===== src/include/barrel_macros.svh =====
`ifndef BARREL_MACROS_SVH
`define BARREL_MACROS_SVH

// ------------------------------------------------------------
// datapath widths
// ------------------------------------------------------------
`define BC_OPCODE_WIDTH 4       // opcode field
`define BC_A_WORD_WIDTH 16      // accumulator word
`define BC_PC_WIDTH 10          // fetch address

// ------------------------------------------------------------
// thread rotation
// ------------------------------------------------------------
`define BC_THREAD_COUNT 8       // threads in the barrel
`define BC_THREAD_ADDR_WIDTH 3  // bits to number them

// cycles from op, A, D and io_ready to pc
`define BC_BRANCH_LATENCY 2

`endif

===== src/barrel_pkg.sv =====
`include "barrel_macros.svh"

package barrel_pkg;

    // ------------------------------------------------------------
    // instruction opcodes seen by the PC controller
    // ------------------------------------------------------------
    // codes outside this list are ordinary fall-through instructions
    typedef enum logic [`BC_OPCODE_WIDTH-1:0] {
        op_jmp = 8,   // unconditional
        op_jze = 9,   // A == 0
        op_jnz = 10,  // A != 0
        op_jpo = 11,  // A sign bit clear
        op_jne = 12   // A sign bit set
    } opcode_t;

    // ------------------------------------------------------------
    // data and address types
    // ------------------------------------------------------------
    typedef logic [`BC_A_WORD_WIDTH-1:0] word_t;       // accumulator
    typedef logic [`BC_PC_WIDTH-1:0] pc_t;             // program counter
    typedef logic [`BC_THREAD_ADDR_WIDTH-1:0] thread_t;  // thread number

endpackage


===== src/thread_pc_if.sv =====
`timescale 1ns/1ps

interface thread_pc_if;
    import barrel_pkg::*;

    thread_t write_addr;  // thread retiring this cycle
    thread_t read_addr;   // thread issuing next cycle
    pc_t     write_data;  // next-PC to keep for write_addr
    pc_t     read_data;   // stored next-PC of the active thread

    modport sequencer (
        output write_addr,
        output read_addr
    );

    modport store (
        input  write_addr,
        input  read_addr,
        input  write_data,
        output read_data
    );

    modport pc_unit (
        input  read_data,
        output write_data
    );
endinterface


===== src/barrel_controller.sv =====
`timescale 1ns/1ps

module barrel_controller (
    input  logic                clock,
    input  logic                rst_n,
    input  barrel_pkg::opcode_t op,
    input  barrel_pkg::word_t   a,
    input  barrel_pkg::pc_t     d,
    input  logic                io_ready,
    output barrel_pkg::pc_t     pc,
    output barrel_pkg::thread_t thread
);

    // ------------------------------------------------------------
    // thread addresses and next-PC traffic
    // ------------------------------------------------------------
    thread_pc_if threads ();

    thread_sequencer thread_sequencer_inst (
        .clock   (clock),
        .rst_n   (rst_n),
        .threads (threads.sequencer),
        .thread  (thread)
    );

    thread_pc_store thread_pc_store_inst (
        .clock   (clock),
        .rst_n   (rst_n),
        .threads (threads.store)
    );

    // branch and stall handling for the active thread
    pc_unit pc_unit_inst (
        .clock    (clock),
        .rst_n    (rst_n),
        .op       (op),
        .a        (a),
        .d        (d),
        .io_ready (io_ready),
        .threads  (threads.pc_unit),
        .pc       (pc)
    );

endmodule


===== src/pc_unit.sv =====
`timescale 1ns/1ps

module pc_unit (
    input  logic                clock,
    input  logic                rst_n,
    input  barrel_pkg::opcode_t op,
    input  barrel_pkg::word_t   a,
    input  barrel_pkg::pc_t     d,
    input  logic                io_ready,
    thread_pc_if.pc_unit        threads,
    output barrel_pkg::pc_t     pc
);
    import barrel_pkg::*;

    logic jump;        // taken branch, two cycles late
    pc_t  d_q;         // branch target, same alignment
    logic io_ready_q;  // 0 means refetch

    branch_condition branch_condition_inst (
        .clock (clock),
        .rst_n (rst_n),
        .op    (op),
        .a     (a),
        .jump  (jump)
    );

    // ------------------------------------------------------------
    // align D and io_ready with the jump decision
    // ------------------------------------------------------------
    delay_line #(
        .payload_t   (pc_t),
        .DEPTH       (2),
        .RESET_VALUE (pc_t'(0))
    ) d_delay (
        .clock    (clock),
        .rst_n    (rst_n),
        .in_data  (d),
        .out_data (d_q)
    );

    delay_line #(
        .payload_t   (logic),
        .DEPTH       (2),
        .RESET_VALUE (1'b1)  // no stall out of reset
    ) io_ready_delay (
        .clock    (clock),
        .rst_n    (rst_n),
        .in_data  (io_ready),
        .out_data (io_ready_q)
    );

    // ------------------------------------------------------------
    // fetch address and write-back
    // ------------------------------------------------------------
    // the store holds the address after the last fetch, so a
    // stall steps back by one to fetch the same word again
    always_comb begin
        if (jump) begin
            pc = d_q;
        end else begin
            pc = threads.read_data - pc_t'(!io_ready_q);
        end
    end

    assign threads.write_data = pc + pc_t'(io_ready_q);  // wraps at PC width

endmodule


===== src/thread_pc_store.sv =====
`timescale 1ns/1ps
`include "barrel_macros.svh"

module thread_pc_store (
    input  logic       clock,
    input  logic       rst_n,
    thread_pc_if.store threads
);
    import barrel_pkg::*;

    pc_t next_pc [`BC_THREAD_COUNT];  // one entry per thread
    pc_t read_q;

    // ------------------------------------------------------------
    // one write and one registered read every cycle
    // ------------------------------------------------------------
    // write_addr and read_addr are neighbouring threads, so the
    // two ports never touch the same entry in a cycle
    always_ff @(posedge clock) begin
        if (!rst_n) begin
            for (int i = 0; i < `BC_THREAD_COUNT; i++) begin
                next_pc[i] <= '0;
            end
            read_q <= '0;  // thread 0 starts at pc 0
        end else begin
            next_pc[threads.write_addr] <= threads.write_data;
            read_q <= next_pc[threads.read_addr];
        end
    end

    assign threads.read_data = read_q;

endmodule


===== src/thread_sequencer.sv =====
`timescale 1ns/1ps
`include "barrel_macros.svh"

module thread_sequencer (
    input  logic                clock,
    input  logic                rst_n,
    thread_pc_if.sequencer      threads,
    output barrel_pkg::thread_t thread
);
    import barrel_pkg::*;

    thread_t current_thread;
    thread_t next_thread;

    // compare against the last thread rather than subtract
    always_comb begin
        if (current_thread == thread_t'(`BC_THREAD_COUNT - 1)) begin
            next_thread = '0;  // wrap round
        end else begin
            next_thread = current_thread + thread_t'(1);
        end
    end

    always_ff @(posedge clock) begin
        if (!rst_n) begin
            current_thread <= '0;
        end else begin
            current_thread <= next_thread;  // one thread per cycle
        end
    end

    assign threads.write_addr = current_thread;
    assign threads.read_addr  = next_thread;  // prefetch for next turn
    assign thread             = current_thread;

endmodule


===== src/branch_condition.sv =====
`timescale 1ns/1ps

module branch_condition (
    input  logic                clock,
    input  logic                rst_n,
    input  barrel_pkg::opcode_t op,
    input  barrel_pkg::word_t   a,
    output logic                jump
);
    import barrel_pkg::*;

    opcode_t op_q;        // op lined up with the flags
    logic    a_zero;
    logic    a_positive;
    logic    jump_next;

    delay_line #(
        .payload_t   (opcode_t),
        .DEPTH       (1),
        .RESET_VALUE (opcode_t'(0))
    ) op_delay (
        .clock    (clock),
        .rst_n    (rst_n),
        .in_data  (op),
        .out_data (op_q)
    );

    // ------------------------------------------------------------
    // accumulator flags, one cycle after A
    // ------------------------------------------------------------
    always_ff @(posedge clock) begin
        if (!rst_n) begin
            a_zero     <= 1'b0;
            a_positive <= 1'b0;
        end else begin
            a_zero     <= (a == '0);
            a_positive <= ~a[$bits(word_t)-1];  // sign bit clear
        end
    end

    // ------------------------------------------------------------
    // branch table
    // ------------------------------------------------------------
    always_comb begin
        case (op_q)
            op_jmp:  jump_next = 1'b1;
            op_jze:  jump_next = a_zero;
            op_jnz:  jump_next = ~a_zero;
            op_jpo:  jump_next = a_positive;
            op_jne:  jump_next = ~a_positive;
            default: jump_next = 1'b0;  // not a branch
        endcase
    end

    always_ff @(posedge clock) begin
        if (!rst_n) begin
            jump <= 1'b0;
        end else begin
            jump <= jump_next;
        end
    end

endmodule


===== src/delay_line.sv =====
`timescale 1ns/1ps

module delay_line #(
    parameter type      payload_t   = logic,
    parameter int       DEPTH       = 1,
    parameter payload_t RESET_VALUE = payload_t'(0)
) (
    input  logic     clock,
    input  logic     rst_n,
    input  payload_t in_data,
    output payload_t out_data
);

    payload_t stages [DEPTH];  // stage 0 takes the input

    always_ff @(posedge clock) begin
        if (!rst_n) begin
            for (int i = 0; i < DEPTH; i++) begin
                stages[i] <= RESET_VALUE;
            end
        end else begin
            stages[0] <= in_data;
            for (int i = 1; i < DEPTH; i++) begin
                stages[i] <= stages[i-1];  // shift one stage on
            end
        end
    end

    assign out_data = stages[DEPTH-1];

endmodule


===== config.mk =====
export PLATFORM = sky130hd
export DESIGN_NAME = barrel_controller
export DESIGN_NICKNAME = d
export VERILOG_FILES = /design/src/barrel_pkg.sv /design/src/thread_pc_if.sv /design/src/barrel_controller.sv /design/src/pc_unit.sv /design/src/thread_pc_store.sv /design/src/thread_sequencer.sv /design/src/branch_condition.sv /design/src/delay_line.sv
export VERILOG_INCLUDE_DIRS = /design/src /design/src/include
export SDC_FILE = /design/constraint.sdc
export NUM_CORES = 1
export LEC_CHECK = 0
export ABC_AREA = 1
export ABC_CLOCK_PERIOD_IN_PS = 2900
export BUFFER_PORTS_ARGS = -buffer_cell sky130_fd_sc_hd__buf_4
export CAP_MARGIN = 20
export CORE_MARGIN = 8
export CORE_UTILIZATION = 59
export DETAILED_ROUTE_END_ITERATION = 10
export PLACE_DENSITY = 0.76
export SETUP_SLACK_MARGIN = 0.15
export SLEW_MARGIN = 20
export SYNTH_ARGS = -nofsm -noshare
export SYNTH_HDL_FRONTEND = slang
export SYNTH_SLANG_ARGS = --single-unit

===== constraint.sdc =====
create_clock -name clock -period 2.9 [get_ports clock]
set_input_delay 0.435 -clock clock [delete_from_list [all_inputs] [get_ports clock]]
set_output_delay 0.435 -clock clock [all_outputs]
set_load 0.01 [all_outputs]

Word level (Yosys, flattened, before mapping)
Memories as Yosys holds them, arrays and structs flattened. A register that Yosys moved wholly into a read port is not among the register bits.
Cells that the tools add are included.
{"block": "classes", "eq_ne": 6, "div": 0, "n_bitwise": 7, "reduce_logical": 5, "addsub": 3, "shift": 0, "magnitude_cmp": 0, "mul": 0, "mux": 14}
{"op": "10-bit two-way mux", "n": 4}
{"op": "4-bit == test, second input constant", "n": 5}
{"op": "16-bit zero test", "n": 1}
{"op": "10-bit by 1-bit adder with 10-bit output", "n": 1}
{"op": "10-bit OR reduction", "n": 1}
{"op": "10-bit by 1-bit subtractor with 10-bit output", "n": 1}
{"op": "1-bit two-way mux", "n": 6}
{"op": "3-bit two-way mux", "n": 2}
{"op": "1-bit case mux with 5 select lines", "n": 1}
{"op": "4-bit two-way mux", "n": 1}
{"op": "1-bit bitwise OR", "n": 4}
{"op": "4-bit OR reduction", "n": 1}
{"op": "3-bit by 1-bit adder with 3-bit output, second input constant", "n": 1}
{"op": "3-bit == test, second input constant", "n": 1}
{"op": "1-bit NOT", "n": 3}
{"op": "1-bit zero test", "n": 2}
{"block": "totals", "n_memories": 4, "input_bits": 33, "regBits": 6, "mem_bits_rw": 106, "mem_bits_ro": 0, "latch_bits": 0, "output_inout_bits": 13}
{"memory": "thread_pc_store_inst.next_pc", "words": 8, "width": 10, "rd": 1, "rd_clocked_by_memory_dff": 1, "wr": 8, "line": "thread_pc_store.sv:11", "text": "pc_t next_pc [`BC_THREAD_COUNT];"}
{"memory": "pc_unit_inst.d_delay.stages", "words": 2, "width": 10, "rd": 2, "rd_clocked_by_memory_dff": 0, "wr": 2, "line": "delay_line.sv:14", "text": "payload_t stages [DEPTH];"}
{"memory": "pc_unit_inst.branch_condition_inst.op_delay.stages", "words": 1, "width": 4, "rd": 1, "rd_clocked_by_memory_dff": 0, "wr": 1, "line": "delay_line.sv:14"}
{"memory": "pc_unit_inst.io_ready_delay.stages", "words": 2, "width": 1, "rd": 2, "rd_clocked_by_memory_dff": 0, "wr": 2, "line": "delay_line.sv:14"}

Depth between registers and ports, before layout
Gate-level depths: netlist of run 1.
{"block": "depth", "depth_word": 5, "mapped_depth": 16}

Hierarchy
Synthesis of run 1 repeated with hierarchy kept, for this count alone.
{"block": "unflattened", "hier_cells": 729, "area_unflattened_um2": 6107.1}
{"mod": "thread_pc_store", "n_inst": 1, "seq_area_each_um2": 2602.5, "area_per_inst_um2": 4341.7, "cells_per_inst": 472}
{"mod": "delay_line (pc_unit_inst.d_delay)", "n_inst": 1, "seq_area_each_um2": 400.4, "area_per_inst_um2": 648.1, "cells_per_inst": 72}
{"mod": "pc_unit", "n_inst": 1, "seq_area_each_um2": 0.0, "area_per_inst_um2": 615.6, "cells_per_inst": 116}
{"mod": "branch_condition", "n_inst": 1, "seq_area_each_um2": 60.1, "area_per_inst_um2": 187.7, "cells_per_inst": 32}
{"mod": "thread_sequencer", "n_inst": 1, "seq_area_each_um2": 60.1, "area_per_inst_um2": 148.9, "cells_per_inst": 19}
{"mod": "delay_line (pc_unit_inst.branch_condition_inst.op_delay)", "n_inst": 1, "seq_area_each_um2": 80.1, "area_per_inst_um2": 110.1, "cells_per_inst": 12}
{"mod": "delay_line (pc_unit_inst.io_ready_delay)", "n_inst": 1, "seq_area_each_um2": 40.0, "area_per_inst_um2": 55.1, "cells_per_inst": 6}

Worst setup path before layout of run 1
No wires, ideal clock.
{"block": "synth_path", "path_kind": "register -> register", "from": "memory pc_unit_inst.io_ready_delay.stages[0][1] (netlist bit)", "to": "memory thread_pc_store_inst.next_pc[6][6] (netlist bit) (data pin)", "n_path_buf": 0, "setup_ps": 267, "arrival_ps": 2093, "synth_period_minus_slack_ps": 2360, "t_required_ps": 2633, "stages_incl_launch_ff": 12, "path_slack_ps": 540, "path_cell_list": "dfxtp_1 inv_1 ha_1 ha_1 o21ai_1 ha_1 nand2_1 nor2_2 nand2_2 nor2_8 xor2_4 nor2_1"}
{"item": "start: declaration", "line": "delay_line.sv:14"}
{"item": "end: declaration", "line": "thread_pc_store.sv:11"}

Worst setup path after layout of run 1
{"block": "layout_path", "from": "register thread_pc_store_inst.read_q[0] (netlist: thread_pc_store_inst.threads.read_data[0]), read port of thread_pc_store_inst.next_pc", "to": "output port pc[8]"}
{"block": "layout_via", "elab_chain_cells": 2}
{"item": "start: declaration", "line": "thread_pc_store.sv:12", "text": "pc_t read_q;"}
{"item": "10-bit by 1-bit subtractor with 10-bit output", "line": "pc_unit.sv:61", "text": "pc = threads.read_data - pc_t'(!io_ready_q);"}
{"item": "10-bit two-way mux", "line": "pc_unit.sv:58", "text": "if (jump) begin"}
{"item": "end: declaration", "line": "barrel_controller.sv:10", "text": "output barrel_pkg::pc_t pc,"}
No other way between the ends.

==> flow_summary_export.csv, run 1 <==
group,metric,value,unit
drt,dr.pass1.iters,5,
logic_synthesis,yosysUniqueCellTypes,36,
drt,ant_nets,0,
logic_synthesis,ys_ff_latch,122,
die,pin_count,46,
drt,drc,0,
setup_path,worstSetupEndpointType,"primary output",
setup_path,max_stage_delay,0.31,ns
timing,worst_pin_slew,0.769,ns
timing,report.final.slew_viol_count,0,
final_layout,layout_commonest_cell,"nor2_1",
pwr,power_per_cell_area,727,nW/um2
die,die_x,112,um
timing,finClkSkew,0.0123,ns
grt,grtUsageTotal,0.208,
timing,slew_headroom,0.483,
pwr,p_leak,2.78,nW
placement,dp_slack,0.400,ns
cts,clock-sinks,122,
setup_path,arrival,2.17,ns
timing,rsz0062_at_grt,"no",
logic_synthesis,yosysSeqAreaShare,0.598,
setup_path,crit_type,"register to primary output",
timing,worst_slack,0.294,ns
die,die-area,12500,um2
drt,viasPerCell,5.59,
pwr,ir_drop,0.514,mV
cts,ctsLongestPathBuffers,2,
min_path,whs_path_depth,2,
die,rows,35,
cts,h-tree-depth,4,
setup_path,crit_buf_inv,4,
final_layout,postLayoutCoreUtil,0.717,
timing,hold_viol,0,
final_layout,antenna-diode-count,0,
final_layout,mostFrequentLayoutCells,"nor2_1 (145), edfxtp_1 (80), nand2_1 (70)",
logic_synthesis,avgSynthCellArea,9.59,um2
timing,finalSetupViolCount,0,
cts,insertion_delay,0.52,ns
outcome,run_status,"finished, final reports clean",
grt,grt_pass1_wl,20200,um
logic_synthesis,yosysWarnings,0,
die,die_h,112,um
logic_synthesis,synthCells,565,
setup_path,crit_family,"buffers and inverters",
logic_synthesis,synthesis.area,5420,um2
grt,antenna_found_initial,0,
cts,root_buffer,"clkbuf_8",
die,core,9060,um2
drt,drt_wl_total,12700,um
logic_synthesis,synth_fp_nets,604,
drt,wl_per_cell,17.0,um
final_layout,num-nets-final,660,
grt,grt_pass1_vias,3999,
final_layout,n_fill_cell,626,
timing,post-route-period-util,0.899,
setup_path,critPathMaxFanout,6,
setup_path,cpMaxStageDelayCell,"dfxtp_1",
placement,dpl.hpwl,8530,um
cts,path_clk_slew,0.05,ns
timing,max_freq,0.384,GHz
timing,fin_tns_setup,0,ns
drt,drt_iter0_markers,347,
pwr,finalPower,4.73,mW
setup_path,path_depth,11,
flow_run,maxCapViolations,0,
cts,cts_tree,"built",
grt,grt_max_degree,44,
placement,place_congestion,0.816,
final_layout,area_growth,20.0,%
setup_path,path_cells,"inv_1 -> ha_4 -> ha_1 -> inv_1 -> nor2_4 -> nand2_1 -> o21ai_0 -> nand3_1 -> nand2_2 -> inv_1 -> buf_4",
drt,vias,4161,
setup_path,worstRegToRegCells,11,
setup_path,cp_data_required_time,2.47,ns
cts,cts_buffers,17,
grt,overflow,0,
min_path,hold_path.class,"input port to register",
timing,min_period,2.61,ns
setup_path,path_common_cell,"inv_1",
die,start_util,0.598,
placement,portBuffers,45,
setup_path,start_kind,"register",
final_layout,drive_gt1_frac,0.213,
## per-layer routing
| layer | part of all wire | global-route usage | up-vias |
|---|---|---|---|
| li1 | - | - | 1989 |
| met1 | 0.39 | 0.250 | 1966 |
| met2 | 0.51 | 0.346 | 175 |
| met3 | 0.078 | 0.0449 | 31 |
| met4 | 0.026 | 0.106 | 0 |
| met5 | 0 | 0 | - |
## worst register-to-register path: cells and delay by family (launching register included)
kind	cells	cell delay, ns
buf+inv	1	0.07
compound gates	1	0.24
simple gates	5	0.54
flops	1	0.36
fa+ha+maj	3	0.69
xor+xnor	1	0.27
## registers in the layout, indices dropped and copies added (netlist names)
register	flops
pc_unit_inst.branch_condition_inst.a_positive	1
pc_unit_inst.branch_condition_inst.a_zero	1
pc_unit_inst.branch_condition_inst.jump	1
pc_unit_inst.branch_condition_inst.op_delay.stages	4
pc_unit_inst.d_delay.stages	20
pc_unit_inst.io_ready_delay.stages	2
thread_pc_store_inst.next_pc	80
thread_pc_store_inst.threads.read_data	10
thread_sequencer_inst.thread	3
## worst paths after layout
| check | start | endpoint | slack [ns] |
|---|---|---|---|
| min | a[1] | pc_unit_inst.branch_condition_inst.a_zero | 0.09 |
| max reg2reg | pc_unit_inst.io_ready_delay.stages[0][1] | thread_pc_store_inst.next_pc[4][6] | 0.45 |
| min reg2reg | pc_unit_inst.d_delay.stages[0][0] | pc_unit_inst.d_delay.stages[0][10] | 0.41 |
| max | thread_pc_store_inst.threads.read_data[0] | pc[8] | 0.29 |
## where the power goes
part | switching [mW] | internal (mW) | total [mW]
Clock | 0.704 | 1.19 | 1.90
Sequential | 0.0638 | 1.99 | 2.05
Combinational | 0.510 | 0.272 | 0.782
Total | 1.28 | 3.45 | 4.73
## logic make-up (layout without fill, tap and decap cells)
logic type | after synthesis | count (layout) | synth area share
simple gates | 278 | 278 | 0.230
flops | 122 | 122 | 0.598
buf+inv | 84 | 153 | 0.0600
compound gates | 70 | 70 | 0.0847
fa+ha+maj | 6 | 6 | 0.0139
xor+xnor | 5 | 5 | 0.0129
## cells in the mapped netlist
library cell	count	area, um2
xor2_4	1	27.5
o31ai_1	8	60.1
ha_1	6	75.1
buf_2	2	10.0
nor3_1	1	5.00
nor2_4	5	56.3
nor4_1	3	18.8
nand2_1	71	267
buf_1	3	11.3
and2_1	1	6.26
o21ai_0	37	185
xor2_2	1	16.3
nand3_2	2	20.0
xnor2_1	3	26.3
nor2_1	146	548
a21oi_4	1	16.3
o21a_1	1	7.51
inv_1	55	206
inv_2	6	22.5
nand2_2	8	50.1
clkbuf_1	17	63.8
nand4_1	9	56.3
or2_2	4	25.0
o21ai_1	2	10.0
o32ai_1	20	175
nor2_2	12	75.1
or2_1	1	6.26
nand3b_1	1	7.51
a21oi_1	1	5.00
nand2_4	3	33.8
buf_6	1	11.3
edfxtp_1	80	2400
nand3_1	9	45.0
dfxtp_1	42	841
nor2_8	1	20.0
or4_1	1	7.51
## metrics by stage
| stage | hold slack (ns) | std cells | instance area, um2 |
|---|---|---|---|
| 2_1_floorplan | 0.390 | 565 | 5420 |
| 3_3_place_gp | 0.396 | 713 | 5940 |
| 3_5_place_dp | 0.398 | 713 | 5940 |
| 4_1_cts | 0.0735 | 745 | 6490 |
| 5_1_grt | 0.0773 | 745 | 6500 |
| 6_report | 0.0852 | 745 | 6500 |
## what timing repair did
action,4_1_cts,5_1_grt
setup buffers,0,0
endpoints found under the setup margin,1,1
gates resized for setup,1,4
hold buffers,0,0
## cell type report
type | instances | area, um2 | area share
clock inverters | 6 | 32.5 | 0.00500
flip-flops and latches | 122 | 3240 | 0.499
clock buffers | 26 | 510 | 0.0785
inverters | 61 | 229 | 0.0352
repair buffers | 60 | 475 | 0.0731
well taps | 111 | 139 | 0.0214
multi-input cells | 359 | 1870 | 0.288
Note: power is estimated with default switching activity, not from simulation.
==> run 2, diff against run 1 <==
BUFFER_PORTS_ARGS = not set   (was -buffer_cell sky130_fd_sc_hd__buf_4)
CORE_UTILIZATION = 60   (was 59)
DONT_BUFFER_PORTS = 1   (was not set)
PLACE_DENSITY = 0.73   (was 0.76)
==> flow_summary_export.csv, run 2 (synthesis gave the netlist of run 1 again) <==
group,metric,value,unit
outcome,run_status,"finished, final reports clean",
cts,cts_tree,"built",
placement,dpl.hpwl,8580,um
drt,drt_wl_total,13100,um
drt,dr.pass1.iters,5,
cts,h-tree-depth,4,
cts,ctsLongestPathBuffers,2,
placement,place_congestion,0.882,
cts,cts_buffers,17,
timing,hold_viol,0,
setup_path,path_common_cell,"nand2_1",
final_layout,regMostFlops,"thread_pc_store_inst.next_pc",
setup_path,cp_data_required_time,2.47,ns
grt,grt_max_degree,44,
placement,portBuffers,0,
drt,ant_nets,0,
die,die-area,12300,um2
drt,wl_per_cell,18.6,um
placement,dpl.cell_count,670,
final_layout,seq_area,3240,um2
setup_path,arrival,2.12,ns
die,pin_count,46,
final_layout,fin_area,6230,um2
timing,fin_tns_setup,0,ns
setup_path,path_cells,"inv_1 -> ha_2 -> ha_1 -> inv_1 -> nor2_4 -> nand2_1 -> nor2_1 -> nand2_1 -> nand3_1 -> nand2_1 -> inv_2",
setup_path,max_stage_delay,0.31,ns
grt,grtUsageMet2,0.358,
timing,max_freq,0.392,GHz
timing,worst_pin_slew,0.729,ns
setup_path,crit_type,"register to primary output",
timing,report.final.slew_viol_count,0,
cts,root_buffer,"clkbuf_8",
drt,vias,4058,
cts,path_clk_slew,0.06,ns
die,core,8760,um2
die,rows,34,
timing,post-route-period-util,0.881,
drt,drt_iter0_markers,382,
die,die_h,111,um
timing,min_period,2.55,ns
final_layout,drive_gt1_frac,0.162,
final_layout,multi_input_area,1860,um2
final_layout,antenna-diode-count,0,
timing,finalSetupViolCount,0,
pwr,p_leak,2.58,nW
final_layout,layout_commonest_cell,"nor2_1",
pwr,ir_drop,0.564,mV
final_layout,area_growth,14.9,%
grt,use_met3,0.0590,
placement,place_area,5620,um2
setup_path,cpMaxStageDelayCell,"dfxtp_1",
cts,clock-sinks,122,
grt,grtUsageTotal,0.215,
timing,slew_headroom,0.510,
timing,rsz0062_at_grt,"no",
final_layout,fin_cells,705,
final_layout,n_fill_cell,633,
grt,grt_pass1_vias,3990,
grt,overflow,0,
grt,use_met1,0.256,
final_layout,num-nets-final,623,
min_path,hold_path.class,"input port to register",
setup_path,worstSetupEndpointType,"primary output",
grt,antenna_found_initial,0,
drt,drc,0,
cts,insertion_delay,0.53,ns
die,die_x,111,um
grt,grt_busiest_layer,"met2",
drt,viasPerCell,5.76,
pwr,power_per_cell_area,766,nW/um2
final_layout,largest_reg_flops,80,
grt,grt_pass1_wl,20600,um
die,start_util,0.619,
timing,finClkSkew,0.00877,ns
setup_path,critPathMaxFanout,6,
final_layout,mostFrequentLayoutCells,"nor2_1 (145), edfxtp_1 (80), nand2_1 (71)",
flow_run,maxCapViolations,0,
setup_path,start_kind,"register",
run 2: cell count changes in the layout (fill, tap and decap cells not counted), sizes merged:
cell / previous run / this run
buf: 60 / 20
clkbuf: 26 / 17
clkinv: 4 / 9
clkinvlp: 0 / 3
dlygate4sd3: 0 / 3
bufinv: 0 / 2
inv: 63 / 62
run 2: worst max-delay path, delay by kind of cell, from the launching register on:
family                     cells  cell delay, ns
and+or+nand+nor                6            0.56
adders and majority gates      2            0.43
DFF                            1            0.31
buffers and inverters          3            0.27
run 2: timing repair:
item                                   CTS  global route
gates resized for setup                  0             3
hold buffers                             2             1
buffers inserted                         0             0
setup endpoints to repair                0            10
endpoints found under the hold margin    2             1
run 2: cell type report:
type                       instances  share of cell area
sequential                       122               0.521
multi-input combinational        359               0.299
clock buffer                      17              0.0665
inverter                          61              0.0368
timing repair buffer              23              0.0309
clock inverter                    15              0.0245
tap                              108              0.0217
run 2: final timing paths:
check                                           startpoint                            endpoint  slack, ns  cells after the start
setup / recovery  pc_unit_inst.io_ready_delay.stages[0][1]                               pc[8]       0.35                     11
hold / removal                                        d[1]   pc_unit_inst.d_delay.stages[0][1]       0.01                      2
setup reg to reg  pc_unit_inst.io_ready_delay.stages[0][1]  thread_pc_store_inst.next_pc[5][6]       0.41                     12
hold reg to reg          pc_unit_inst.d_delay.stages[0][7]  pc_unit_inst.d_delay.stages[0][17]       0.41                      2
run 2: metal layers:
layer / part of all wire / up-vias
met3: 0.078 / 24
li1: - / 1910
met5: 0 / -
met2: 0.51 / 169
met1: 0.40 / 1955
met4: 0.018 / 0
run 2: metrics by stage:
| step | setup WS, ns | total power, mW | utilization | hold slack, ns |
|---|---|---|---|---|
| after floorplan | 0.540 | 2.55 | - | 0.390 |
| after global routing | 0.161 | 4.94 | 0.711 | 0.00545 |
| final | 0.346 | 4.77 | 0.711 | 0.0101 |
| after CTS | 0.248 | 4.76 | 0.709 | 0.00493 |
| after global placement | 0.486 | 2.76 | 0.642 | 0.392 |
| after detailed placement | 0.430 | 2.78 | 0.642 | 0.395 |
run 2: where the power goes:
group          internal, mW  switching, mW  total (mW)
clock                  1.22          0.784        2.00
sequential             1.99         0.0647        2.05
combinational         0.220          0.498       0.717
total                  3.42           1.35        4.77
==> run 3, diff against run 2 <==
CTS_CLUSTER_DIAMETER = 120   (was not set)
HOLD_SLACK_MARGIN = 0.02   (was not set)
RECOVER_POWER = 100   (was not set)
==> flow_summary_export.csv, run 3 (synthesis gave the netlist of run 1 again) <==
group,metric,value,unit
outcome,run_status,"finished, final reports clean",
min_path,hp-start,"rst_n",
drt,ant_nets,0,
placement,dpl.hpwl,8580,um
cts,cts_tree,"built",
pwr,ir_drop,0.556,mV
pwr,p_leak,2.62,nW
drt,viasPerCell,5.77,
die,die-area,12300,um2
timing,slew_headroom,0.438,
timing,worst_slack,0.285,ns
setup_path,worstSetupEndpointType,"register",
final_layout,n_fill_cell,614,
setup_path,arrival,2.86,ns
final_layout,area_growth,17.6,%
min_path,whs_path_depth,2,
drt,dr.pass1.iters,5,
drt,wl_per_cell,19.3,um
final_layout,regMostFlops,"thread_pc_store_inst.next_pc",
min_path,hold_path.class,"input port to register",
cts,insertion_delay,0.52,ns
die,start_util,0.619,
setup_path,critPathMaxFanout,8,
die,pin_count,46,
setup_path,start_kind,"register",
timing,hold_viol,0,
drt,drt_iter0_markers,393,
timing,post-route-period-util,0.902,
placement,place_congestion,0.882,
cts,path_clk_slew,0.06,ns
grt,grt_pass1_wl,21800,um
timing,worst_pin_slew,0.843,ns
setup_path,worstRegToRegCells,13,
timing,finalSetupViolCount,0,
setup_path,cp_data_required_time,3.15,ns
timing,min_period,2.62,ns
die,core,8760,um2
cts,clock-sinks,122,
setup_path,timing.rr.start,"pc_unit_inst.io_ready_delay.stages[0][1]",
grt,grtUsageTotal,0.228,
final_layout,layout_commonest_cell,"nor2_1",
setup_path,crit_type,"register to register",
flow_run,maxCapViolations,0,
grt,grt_max_degree,41,
setup_path,reg2reg_to,"thread_pc_store_inst.next_pc[3][9]",
timing,fin_tns_setup,0,ns
placement,portBuffers,0,
timing,report.final.slew_viol_count,0,
die,rows,34,
placement,dp_slack,0.430,ns
final_layout,drive_gt1_frac,0.113,
die,die_h,111,um
drt,drt_wl_total,14100,um
timing,rsz0062_at_grt,"no",
grt,antenna_found_initial,0,
final_layout,num-nets-final,647,
cts,root_buffer,"clkbuf_8",
die,die_x,111,um
final_layout,mostFrequentLayoutCells,"nor2_1 (147), edfxtp_1 (80), nand2_1 (73)",
grt,grt_pass1_vias,4213,
cts,h-tree-depth,4,
cts,cts_buffers,17,
final_layout,antenna-diode-count,0,
cts,cts_setup_buffers,0,
drt,drc,0,
setup_path,rrSetupSlack,0.28,ns
pwr,power_per_cell_area,747,nW/um2
drt,vias,4207,
timing,finClkSkew,0.00674,ns
timing,max_freq,0.382,GHz
final_layout,largest_reg_flops,80,
cts,ctsLongestPathBuffers,2,
min_path,holdPathEnd,"pc_unit_inst.d_delay.stages[0][13]",
grt,overflow,0,
run 3: changes by cell type in the layout (fill, tap and decap cells not counted), sizes merged:
cell	previous run	this run
buf	20	3
clkbuf	17	34
dlygate4sd3	3	27
run 3: critical path: stages, from the launching register on:
cell and delay, ns:
dfxtp_1 0.33, inv_1 0.05, ha_2 0.22, ha_1 0.28, o21ai_0 0.22, clkbuf_1 0.23, and2_0 0.15, nand2_1 0.11
nor2_4 0.16, nand2_4 0.08, nor2_4 0.14, nand3_1 0.09, nand2_2 0.19, nor2_1 0.06
run 3: worst max path at each step:
stage | start | end | slack, ns | cells after the start
finish | pc_unit_inst.io_ready_delay.stages[0][1] | thread_pc_store_inst.next_pc[3][9] | 0.28 | 13
global route | pc_unit_inst.io_ready_delay.stages[0][1] | thread_pc_store_inst.next_pc[6][8] | 0.09 | 12
CTS | pc_unit_inst.io_ready_delay.stages[0][1] | pc[8] | 0.25 | 11
detailed placement | pc_unit_inst.io_ready_delay.stages[0][1] | thread_pc_store_inst.next_pc[3][6] | 0.43 | 13
global placement | pc_unit_inst.io_ready_delay.stages[0][1] | thread_pc_store_inst.next_pc[5][6] | 0.49 | 11
floorplan | pc_unit_inst.io_ready_delay.stages[0][1] | thread_pc_store_inst.next_pc[6][6] | 0.54 | 11
run 3: metal layers:
layer	track usage	vias to the layer above	part of all wire
met2	0.379	198	0.49
li1	-	1956	-
met5	0	-	0
met1	0.269	2001	0.38
met4	0.115	0	0.041
met3	0.0563	52	0.087
run 3: where the power goes:
part	internal, mW	total (mW)	leakage, nW	switching, mW
logic	0.211	0.719	1.16	0.508
clock network	1.22	1.99	0.269	0.775
registers	1.99	2.05	1.19	0.0651
run 3: final cells by class:
class                   count  area, um2  area share
clock buffers              17        414      0.0650
well taps                 108        135      0.0212
repair buffers             47        370      0.0581
multi-input cells         359       1830       0.287
clock inverters            15        153      0.0239
inverters                  61        229      0.0359
flip-flops and latches    122       3240       0.509
run 3: per-stage QoR:
step | instance area (um2) | std cells | hold WS, ns | total power [mW] | utilization
finish | 6370 | 729 | 0.0358 | 4.76 | 0.727
global route | 6370 | 729 | 0.0265 | 4.93 | 0.727
CTS | 6430 | 726 | 0.0201 | 4.79 | 0.734
detailed placement | 5620 | 670 | 0.395 | 2.78 | 0.642
global placement | 5620 | 670 | 0.392 | 2.76 | 0.642
floorplan | 5420 | 565 | 0.390 | 2.55 | -
run 3: timing repair:
| item | CTS | global route |
|---|---|---|
| hold buffers | 24 | 3 |
| resized for setup | 0 | 3 |
| endpoints found under the hold margin | 21 | 3 |
| setup endpoints to repair | 0 | 10 |
